--- src/design/ccd_ctl_pkg.sv ---
package ccd_ctl_pkg;

    // Host command bytes
    localparam logic [7:0] CMD_WRITE = 8'h02;
    localparam logic [7:0] CMD_READ  = 8'h03;

    // Register map
    localparam logic [7:0] ADDR_OP_COUNT  = 8'h03;
    localparam logic [7:0] ADDR_WIDTH_LO  = 8'h10;
    localparam logic [7:0] ADDR_WIDTH_HI  = 8'h11;
    localparam logic [7:0] ADDR_HEIGHT_LO = 8'h12;
    localparam logic [7:0] ADDR_HEIGHT_HI = 8'h13;
    localparam logic [7:0] ADDR_VPHASES   = 8'h14;
    localparam logic [7:0] ADDR_HPHASES   = 8'h15;
    localparam logic [7:0] ADDR_EXPOSE    = 8'h20; // Base of 0x20..0x23
    localparam logic [7:0] ADDR_ADC_LO    = 8'h40;
    localparam logic [7:0] ADDR_ADC_HI    = 8'h41;

    localparam logic [7:0] UNMAPPED_READ = 8'hAB;

    // One byte from the host link
    typedef struct packed {
        logic       sel;    // Frame active
        logic       strobe; // One-cycle byte valid
        logic [7:0] data;
    } ctl_byte_t;

    // Decoded register access
    typedef struct packed {
        logic       strobe;
        logic       is_write;
        logic [7:0] addr;
        logic [7:0] wdata;
    } reg_req_t;

    typedef struct packed {
        logic       strobe;
        logic [7:0] data;
    } rd_resp_t;

    // Low two address bits of the exposure commands
    typedef enum logic [1:0] {
        EXP_IDLE     = 2'd0,
        EXP_EXPOSE   = 2'd1,
        EXP_COMPLETE = 2'd2,
        EXP_READOUT  = 2'd3
    } exposure_mode_t;

    // Geometry and mode levels for the CCD timing generator
    typedef struct packed {
        logic [15:0] width;
        logic [15:0] height;
        logic [3:0]  vphases;
        logic [2:0]  hphases;
        logic        start_exposure;
        logic        complete_exposure;
        logic        start_read;
    } ccd_cfg_t;

endpackage

--- src/design/ccd_ctl_top.sv ---
`timescale 1ns/1ns

module ccd_ctl_top import ccd_ctl_pkg::*; #(
    parameter int ADC_BITS = 12
) (
    input  logic                clk,
    input  logic                rst_n,
    input  ctl_byte_t           ctl_in,
    input  logic [ADC_BITS-1:0] adc,
    input  logic                store_sample,
    output ccd_cfg_t            ccd_cfg,
    output rd_resp_t            rd_resp
);

    reg_req_t   req;
    logic       op_start;
    logic [7:0] op_count;

    // Byte stream to register requests
    frame_decode frame_decode_i (
        .clk      (clk),
        .rst_n    (rst_n),
        .ctl_in   (ctl_in),
        .req      (req),
        .op_start (op_start)
    );

    reg_execute reg_execute_i (
        .clk      (clk),
        .rst_n    (rst_n),
        .req      (req),
        .op_start (op_start),
        .cfg      (ccd_cfg),
        .op_count (op_count)
    );

    // ADC capture and read data
    read_result #(
        .ADC_BITS (ADC_BITS)
    ) read_result_i (
        .clk          (clk),
        .rst_n        (rst_n),
        .req          (req),
        .cfg          (ccd_cfg),
        .op_count     (op_count),
        .adc          (adc),
        .store_sample (store_sample),
        .rd_resp      (rd_resp)
    );

endmodule

--- src/design/frame_decode.sv ---
`timescale 1ns/1ns

module frame_decode import ccd_ctl_pkg::*; (
    input  logic      clk,
    input  logic      rst_n,
    input  ctl_byte_t ctl_in,
    output reg_req_t  req,
    output logic      op_start
);

    // Position of the next byte within the frame
    localparam logic [1:0] IDX_CMD  = 2'd0;
    localparam logic [1:0] IDX_ADDR = 2'd1;
    localparam logic [1:0] IDX_DATA = 2'd2;
    localparam logic [1:0] IDX_DONE = 2'd3;

    logic [1:0] byte_idx;
    logic [7:0] cmd;
    logic       byte_valid;

    assign byte_valid = ctl_in.sel && ctl_in.strobe;

    always_ff @(posedge clk) begin
        if (!rst_n) begin
            byte_idx   <= IDX_CMD;
            op_start   <= 1'b0;
            req.strobe <= 1'b0;
        end else begin
            op_start   <= 1'b0;
            req.strobe <= 1'b0;

            if (!ctl_in.sel) begin
                byte_idx <= IDX_CMD; // Frame over or abandoned
            end else if (byte_valid) begin
                case (byte_idx)
                    IDX_CMD: begin
                        cmd      <= ctl_in.data;
                        op_start <= 1'b1;
                        byte_idx <= IDX_ADDR;
                    end

                    IDX_ADDR: begin
                        req.addr <= ctl_in.data;
                        if (cmd == CMD_READ) begin
                            req.strobe   <= 1'b1;
                            req.is_write <= 1'b0;
                            byte_idx     <= IDX_DONE;
                        end else if (cmd == CMD_WRITE) begin
                            byte_idx <= IDX_DATA;
                        end else begin
                            byte_idx <= IDX_DONE; // Unknown command swallows the rest
                        end
                    end

                    IDX_DATA: begin
                        req.strobe   <= 1'b1;
                        req.is_write <= 1'b1;
                        req.wdata    <= ctl_in.data;
                        byte_idx     <= IDX_DONE;
                    end

                    default: begin
                        byte_idx <= IDX_DONE; // Trailing bytes ignored until sel drops
                    end
                endcase
            end
        end
    end

endmodule

--- src/design/read_result.sv ---
`timescale 1ns/1ns

module read_result import ccd_ctl_pkg::*; #(
    parameter int ADC_BITS = 12
) (
    input  logic                clk,
    input  logic                rst_n,
    input  reg_req_t            req,
    input  ccd_cfg_t            cfg,
    input  logic [7:0]          op_count,
    input  logic [ADC_BITS-1:0] adc,
    input  logic                store_sample,
    output rd_resp_t            rd_resp
);

    logic                store_q;
    logic [ADC_BITS-1:0] adc_q;
    logic [15:0]         adc_ext;
    logic [7:0]          rd_data;
    logic                rd_en;

    assign rd_en   = req.strobe && !req.is_write;
    assign adc_ext = 16'(adc_q); // High bits zero

    // ADC capture on rising edge of store_sample
    always_ff @(posedge clk) begin
        if (!rst_n) begin
            store_q <= 1'b0;
            adc_q   <= '0;
        end else begin
            store_q <= store_sample;
            if (store_sample && !store_q) begin
                adc_q <= adc;
            end
        end
    end

    always_comb begin
        case (req.addr)
            ADDR_OP_COUNT:  rd_data = op_count;
            ADDR_WIDTH_LO:  rd_data = cfg.width[7:0];
            ADDR_WIDTH_HI:  rd_data = cfg.width[15:8];
            ADDR_HEIGHT_LO: rd_data = cfg.height[7:0];
            ADDR_HEIGHT_HI: rd_data = cfg.height[15:8];
            ADDR_VPHASES:   rd_data = {4'h0, cfg.vphases};
            ADDR_HPHASES:   rd_data = {5'h0, cfg.hphases};
            ADDR_ADC_LO:    rd_data = adc_ext[7:0];
            ADDR_ADC_HI:    rd_data = adc_ext[15:8];
            default:        rd_data = UNMAPPED_READ;
        endcase
    end

    always_ff @(posedge clk) begin
        if (!rst_n) begin
            rd_resp.strobe <= 1'b0;
        end else begin
            rd_resp.strobe <= rd_en;
            if (rd_en) begin
                rd_resp.data <= rd_data;
            end
        end
    end

endmodule

--- src/design/reg_execute.sv ---
`timescale 1ns/1ns

module reg_execute import ccd_ctl_pkg::*; (
    input  logic     clk,
    input  logic     rst_n,
    input  reg_req_t req,
    input  logic     op_start,
    output ccd_cfg_t cfg,
    output logic [7:0] op_count
);

    logic [15:0]    width_q;
    logic [15:0]    height_q;
    logic [3:0]     vphases_q;
    logic [2:0]     hphases_q;
    exposure_mode_t mode_q;
    logic [2:0]     levels; // start_exposure, complete_exposure, start_read
    logic           wr_en;
    logic           is_expose;

    assign wr_en     = req.strobe && req.is_write;
    assign is_expose = (req.addr[7:2] == ADDR_EXPOSE[7:2]);

    always_ff @(posedge clk) begin
        if (!rst_n) begin
            width_q   <= '0;
            height_q  <= '0;
            vphases_q <= '0;
            hphases_q <= '0;
            mode_q    <= EXP_IDLE;
            op_count  <= '0;
        end else begin
            if (op_start) begin
                op_count <= op_count + 8'd1; // Wraps at 256
            end

            if (wr_en) begin
                case (req.addr)
                    ADDR_WIDTH_LO:  width_q[7:0]   <= req.wdata;
                    ADDR_WIDTH_HI:  width_q[15:8]  <= req.wdata;
                    ADDR_HEIGHT_LO: height_q[7:0]  <= req.wdata;
                    ADDR_HEIGHT_HI: height_q[15:8] <= req.wdata;
                    ADDR_VPHASES:   vphases_q      <= req.wdata[3:0];
                    ADDR_HPHASES:   hphases_q      <= req.wdata[2:0];
                    default: begin
                        if (is_expose) begin
                            mode_q <= exposure_mode_t'(req.addr[1:0]);
                        end
                    end
                endcase
            end
        end
    end

    // Mode to CCD control levels
    always_comb begin
        case (mode_q)
            EXP_IDLE:     levels = 3'b000;
            EXP_EXPOSE:   levels = 3'b110;
            EXP_COMPLETE: levels = 3'b010;
            EXP_READOUT:  levels = 3'b001;
            default:      levels = 3'b000;
        endcase
    end

    always_comb begin
        cfg.width             = width_q;
        cfg.height            = height_q;
        cfg.vphases           = vphases_q;
        cfg.hphases           = hphases_q;
        cfg.start_exposure    = levels[2];
        cfg.complete_exposure = levels[1];
        cfg.start_read        = levels[0];
    end

endmodule

--- config.mk ---
export PLATFORM = sky130hd
export DESIGN_NAME = ccd_ctl_top
export DESIGN_NICKNAME = d
export VERILOG_FILES = /design/src/design/ccd_ctl_pkg.sv /design/src/design/ccd_ctl_top.sv /design/src/design/frame_decode.sv /design/src/design/read_result.sv /design/src/design/reg_execute.sv
export SDC_FILE = /design/constraint.sdc
export NUM_CORES = 1
export LEC_CHECK = 0
export BUFFER_PORTS_ARGS = -buffer_cell sky130_fd_sc_hd__buf_2
export CAP_MARGIN = 10
export CORE_ASPECT_RATIO = 1.5
export CORE_MARGIN = 3
export CORE_UTILIZATION = 40
export CTS_CLUSTER_DIAMETER = 30
export DETAILED_ROUTE_END_ITERATION = 10
export GPL_ROUTABILITY_DRIVEN = 0
export PLACE_DENSITY_LB_ADDON = 0.3
export SLEW_MARGIN = 10
export SYNTH_ARGS = -nofsm -noshare
export SYNTH_HDL_FRONTEND = slang
export SYNTH_HIERARCHICAL = 1
export SYNTH_SLANG_ARGS = --single-unit
--- constraint.sdc ---
create_clock -name clk -period 6.1 [get_ports clk]
set_input_delay 0.61 -clock clk [delete_from_list [all_inputs] [get_ports clk]]
set_output_delay 0.61 -clock clk [all_outputs]
set_load 0.02 [all_outputs]
---- Word level (Yosys, flattened, before mapping) ----
Index checks and enable logic that the tools add are counted.
operators by class
  add/subtract/negate cells ............... 1
  multipliers ............................. 0
  divide/modulo/power cells ............... 0
  magnitude comparators ................... 0
  eq/ne operators ......................... 18
  shift operators ......................... 0
  muxes and demuxes ....................... 8
  bitwise logic cells ..................... 1
  reductions and logical operators ........ 24
operators by type and width
  kind                                           number
  case mux 8 bit (9 select lines)                1
  == test 8 x 5 -> 1 bit, second input constant  6
  == test 8 x 2 -> 1 bit, second input constant  3
  == test 8 x 7 -> 1 bit, second input constant  2
  AND reduction 2 bit                            8
  case mux 3 bit (4 select lines)                1
  AND reduction 4 bit                            3
  adder 8 x 1 -> 8 bit, second input constant    1
  case mux 2 bit (2 select lines)                2
  == test 2 bit, second input constant           3
  == test 6 x 4 -> 1 bit, second input constant  1
  AND reduction 3 bit                            2
  OR reduction 6 bit                             1
  AND reduction 5 bit                            1
  == test 2 x 1 -> 1 bit, second input constant  2
  logical AND 1 bit                              4
  zero test 2 bit                                2
  two-way mux 1 bit                              3
  zero test 1 bit                                2
  two-way mux 2 bit                              1
  != test 2 x 1 -> 1 bit, second input constant  1
  nonzero test 2 bit                             1
  inverter 1 bit                                 1
word-level totals
  bits in registers ....................... 100
  bits in latches ......................... 0
  memory bits (writable) .................. 0
  memory bits (read-only) ................. 0
  input bits .............................. 25
  output and inout port bits .............. 51
  logic and storage cells ................. 71
  memories kept ........................... 0

---- Longest topological paths before layout ----
  depth after elaboration ................. 4
  mapped depth ............................ 7
  depth with buffers taken out ............ 4

---- Cells and area by module ----
The synthesis kept the hierarchy.
by module, submodules not included
  module        times used  cells each  area an instance (um^2)  sequential area each (um^2)
  reg_execute   1           198         1953.1                   980.9
  read_result   1           174         1570.3                   520.5
  frame_decode  1           59          1028.5                   830.8

---- Worst setup path after synthesis ----
Ideal clock, no wire load.
  path type ............................... reg-to-reg
  start ................................... register, netlist name frame_decode_i/req[10]
  end ..................................... register reg_execute_i.height_q[0]
  library setup time ...................... 0.123 ns
  data arrival time ....................... 1.845 ns
  required time ........................... 5.977 ns
  slack ................................... 4.132 ns
  cell stages (with the launch flop) ...... 5
  buffers on the path ..................... 1
  clock period less this slack ............ 1.968 ns
  path through ............................ edfxtp_1 -> or4bb_1 -> or4b_4 -> buf_6 -> mux2i_1
on the way
  longest elaborated chain between the ends .. 2
ends and longest elaborated chain
  what                           line               text
  == test 8 x 5 -> 1 bit         reg_execute.sv:38  case (req.addr)
  AND reduction 2 bit (no line)  --
  end signal: assignment         reg_execute.sv:41  ADDR_HEIGHT_LO: height_q[7:0] <= req.wdata;
  end: declaration               reg_execute.sv:13  logic [15:0] height_q;
No other way between the ends.
A chain may end at the register's enable or synchronous reset.

---- Worst setup path after layout ----
  start ................................... register, netlist name frame_decode_i/req[14]
  end ..................................... register reg_execute_i.width_q[0]
on the way
  longest elaborated chain between the ends .. 2
ends and longest elaborated chain
  what                           line               text
  == test 8 x 5 -> 1 bit         reg_execute.sv:38
  AND reduction 2 bit (no line)  --
  end signal: assignment         reg_execute.sv:39  ADDR_WIDTH_LO: width_q[7:0] <= req.wdata;
  end: declaration               reg_execute.sv:12  logic [15:0] width_q;
No other way between the ends.

==> flow_metrics.py <==
metrics = {
    "worst_setup_path": {
        "cp_num_cells": 3,
        "reg2reg_to": "reg_execute_i/width_q[0]$_SDFFE_PN0P_",
        "crit_path_cell_trace": "or4b_1 > or4_1 > mux2i_1",
        "max_stage_delay_ns": 0.79,
        "path_delay_family": "simple AND/OR/NAND/NOR gates",
        "startpoint": "frame_decode_i/req[14]$_DFFE_PP_",
        "cp.arrival_ns": 2.59,
        "reg2reg_depth": 3,
        "endpoint_kind": "flop",
        "critPathCapture": "reg_execute_i/width_q[0]$_SDFFE_PN0P_",
        "critPathLaunchType": "flop",
        "path_class": "flop to flop",
        "cp_num_buf_inv": 0,
        "worstPathMaxFanout": 14,
        "rrSetupSlack_ns": 3.72,
        "reg2reg_from": "frame_decode_i/req[14]$_DFFE_PP_",
        "cp_slowest_cell": "or4_1",
        "worstPathRequired_ns": 6.31,
    },
    "drt": {
        "ant_nets": 0,
        "vias": 3365,
        "drc": 0,
        "first_iter_violations": 223,
        "totalWireLength_um": 11200,
        "vias_per_cell": 5.22,
        "first_pass_iters": 5,
        "routedWlPerCell_um": 17.4,
    },
    "synthesis": {
        "synth.distinct_cells": 62,
        "syn-num-nets": 464,
        "async_reset_ff_share_pct": 0,
        "syn-cell-area_sq_um": 4550,
        "synth_edf_count": 33,
        "yosysSeqAreaShare_pct": 51.2,
        "synth-seq-cells": 100,
        "ys.flop_type": "dfxtp_1",
        "syn_inst": 431,
        "synth_area_per_cell_sq_um": 10.6,
        "yosysWarningCount": 6,
    },
    "sta": {
        "finalHoldViolCount": 0,
        "worst_pin_slew_ns": 1.13,
        "finalCritPeriodShare_pct": 39.0,
        "setup_viol": 0,
        "max_slew_margin_pct": 24.9,
        "finalMaxSlewViolations": 0,
        "rsz0062_at_grt": "no",
        "whs_ns": 0.477,
        "finalSetupTns_ns": 0,
        "max_freq_ghz": 0.420,
        "fin_worst_skew_ns": 0.00732,
        "fin_crit_ns": 2.38,
        "layout_setup_ws_ns": 3.72,
    },
    "global_routing": {
        "grt_first_pass_wirelength_um": 17400,
        "grt_start_max_net_pins": 67,
        "grtUsageTotal_pct": 18.1,
        "overflow": 0,
        "grt_antenna_before_repair": 0,
        "first_global_vias": 3271,
    },
    "cts": {
        "cts_hold_buf": 0,
        "clk_latency_ns": 0.34,
        "path_clk_slew_ns": 0.06,
        "postCtsResizedCells": 0,
        "cts_tree": "built",
        "cts_sinks": 100,
        "htree_levels": 3,
        "cts_root_buf": "clkbuf_16",
        "clockBufferDepth": 2,
        "postCtsSetupRepairBufs": 0,
        "numCtsBuffers": 9,
    },
    "floorplanning": {
        "chipHeight_um": 137,
        "boundaryPins": 76,
        "die_w_um": 93.1,
        "die_area_sq_um": 12700,
        "core_sq_um": 11100,
        "start_util_pct": 41.2,
        "std_cell_rows": 47,
    },
    "placement": {
        "io_buffers": 75,
        "dp_slack_ns": 3.49,
        "hpwlAfterDp_um": 8350,
    },
    "layout": {
        "diodes": 0,
        "drive_gt1_share_pct": 22.9,
        "area_growth_pct": 15.3,
        "fin_nets": 526,
    },
    "flow_run": {
        "cap_violations": 0,
    },
    "power": {
        "ir_drop_uv": 153,
        "p_per_area_nw_per_um2": 242,
        "p_leak_nw": 2.12,
        "finalPower_mw": 1.27,
    },
    "worst_hold_path": {
        "hold_class": "flop to flop",
    },
    "outcome": {
        "status": "completed",
    },
}
==> cell usage in the layout (no fill, tap or decap), types with 3 or more instances in the layout <==
cell	netlist	routed
a21oi_1	8	8
nand3b_1	7	7
a31oi_1	3	3
o21ai_0	10	10
or4_1	3	3
nand4_1	8	8
inv_1	6	6
a21boi_0	14	14
nand3_1	13	13
nor3b_1	4	4
dfxtp_1	67	67
edfxtp_1	33	33
mux2i_1	47	47
nor2b_1	3	3
nand2b_1	3	3
ha_1	8	8
nand2_1	83	83
buf_2	5	75
a221oi_1	4	4
and2_1	4	4
xor2_1	3	3
mux2_2	9	9
or3_1	5	5
nor2_1	16	16
clkbuf_16	0	9
==> cell usage after synthesis (3+ instances only) <==
master	instances	area, sq um
buf_6	5	56.3
mux2i_1	47	470
buf_2	5	25.0
xor2_1	3	26.3
nor2b_1	3	18.8
inv_1	6	22.5
nand3_1	13	65.1
and2_1	4	25.0
or4_1	3	22.5
nand2_1	83	312
a31oi_1	3	18.8
or3_1	5	31.3
a21boi_0	14	105
clkbuf_1	13	48.8
a21oi_1	8	40.0
edfxtp_1	33	991
nand3b_1	7	52.6
nor2_1	16	60.1
nand4_1	8	50.1
a221oi_1	4	35.0
o21ai_0	10	50.1
nor3b_1	4	30.0
ha_1	8	100
nand2b_1	3	18.8
dfxtp_1	67	1340
mux2_2	9	101
==> state kept, by name (all words and copies together) (netlist names), 4 cells and up <==
| register | flops |
|---|---|
| frame_decode_i/cmd | 8 |
| frame_decode_i/req | 18 |
| read_result_i/adc_q | 12 |
| read_result_i/rd_resp | 9 |
| reg_execute_i/height_q | 16 |
| reg_execute_i/op_count | 8 |
| reg_execute_i/vphases_q | 4 |
| reg_execute_i/width_q | 16 |
==> worst min-delay path, cell delays in order, from the launching register on <==
cell and delay (ns):
dfxtp_1 0.31, nand2_1 0.05, mux2i_1 0.06
==> worst min-delay path by stage <==
stage | from | end | slack (ns) | cells past startpoint
after detailed placement | reg_execute_i/height_q[12]$_SDFFE_PN0P_ | reg_execute_i/height_q[12]$_SDFFE_PN0P_ | 0.47 | 2
after CTS | ctl_in[7] | frame_decode_i/req[7]$_DFFE_PP_ | 0.47 | 1
final | reg_execute_i/width_q[6]$_SDFFE_PN0P_ | reg_execute_i/width_q[6]$_SDFFE_PN0P_ | 0.48 | 2
after global placement | read_result_i/adc_q[3]$_SDFFE_PN0P_ | read_result_i/adc_q[3]$_SDFFE_PN0P_ | 0.46 | 2
after floorplan | read_result_i/adc_q[0]$_SDFFE_PN0P_ | read_result_i/adc_q[0]$_SDFFE_PN0P_ | 0.44 | 2
after global routing | ctl_in[7] | frame_decode_i/req[7]$_DFFE_PP_ | 0.48 | 1
==> per-layer routing <==
| layer | GRT usage (%) | vias up | share of wire, % | routed length (um) |
|---|---|---|---|---|
| met5 | 0 | - | 0 | 0 |
| met4 | 8.56 | 0 | 2.7 | 307 |
| met3 | 3.19 | 22 | 4.6 | 519 |
| met2 | 32.3 | 90 | 52 | 5820 |
| met1 | 20.8 | 1583 | 41 | 4590 |
| li1 | - | 1670 | - | - |
==> through the flow <==
step / utilization (%) / instances / instance area [sq um]
CTS: 47.5 / 645 / 5250
global placement: 45.0 / 629 / 4970
floorplan: - / 431 / 4550
global route: 47.5 / 645 / 5250
finish: 47.5 / 645 / 5250
detailed placement: 45.0 / 629 / 4970
==> cell type report <==
cell class | count | area [sq um]
fillers | 1086 | 5810
flip-flops and latches | 100 | 2330
multi-input cells | 298 | 2040
repair buffers | 77 | 390
clock buffers | 13 | 260
well taps | 147 | 184
inverters | 7 | 26.3
clock inverters | 3 | 13.8
==> report_power, final <==
group / total [mW] / switching, mW / internal (mW)
sequential: 0.700 / 0.00550 / 0.695
clock: 0.527 / 0.230 / 0.296
combinational: 0.0429 / 0.0275 / 0.0154
==> logic make-up after synthesis <==
group | Yosys count | synth area share (%)
and+or+nand+nor | 173 | 20.2
DFF | 100 | 51.2
AOI/OAI and AO/OA | 57 | 9.07
muxes | 56 | 12.6
buffers and inverters | 33 | 3.96
adders and majority gates | 8 | 2.20
xor gates and xnor gates | 4 | 0.770
No activity file was read; power rests on OpenSTA's default activity.
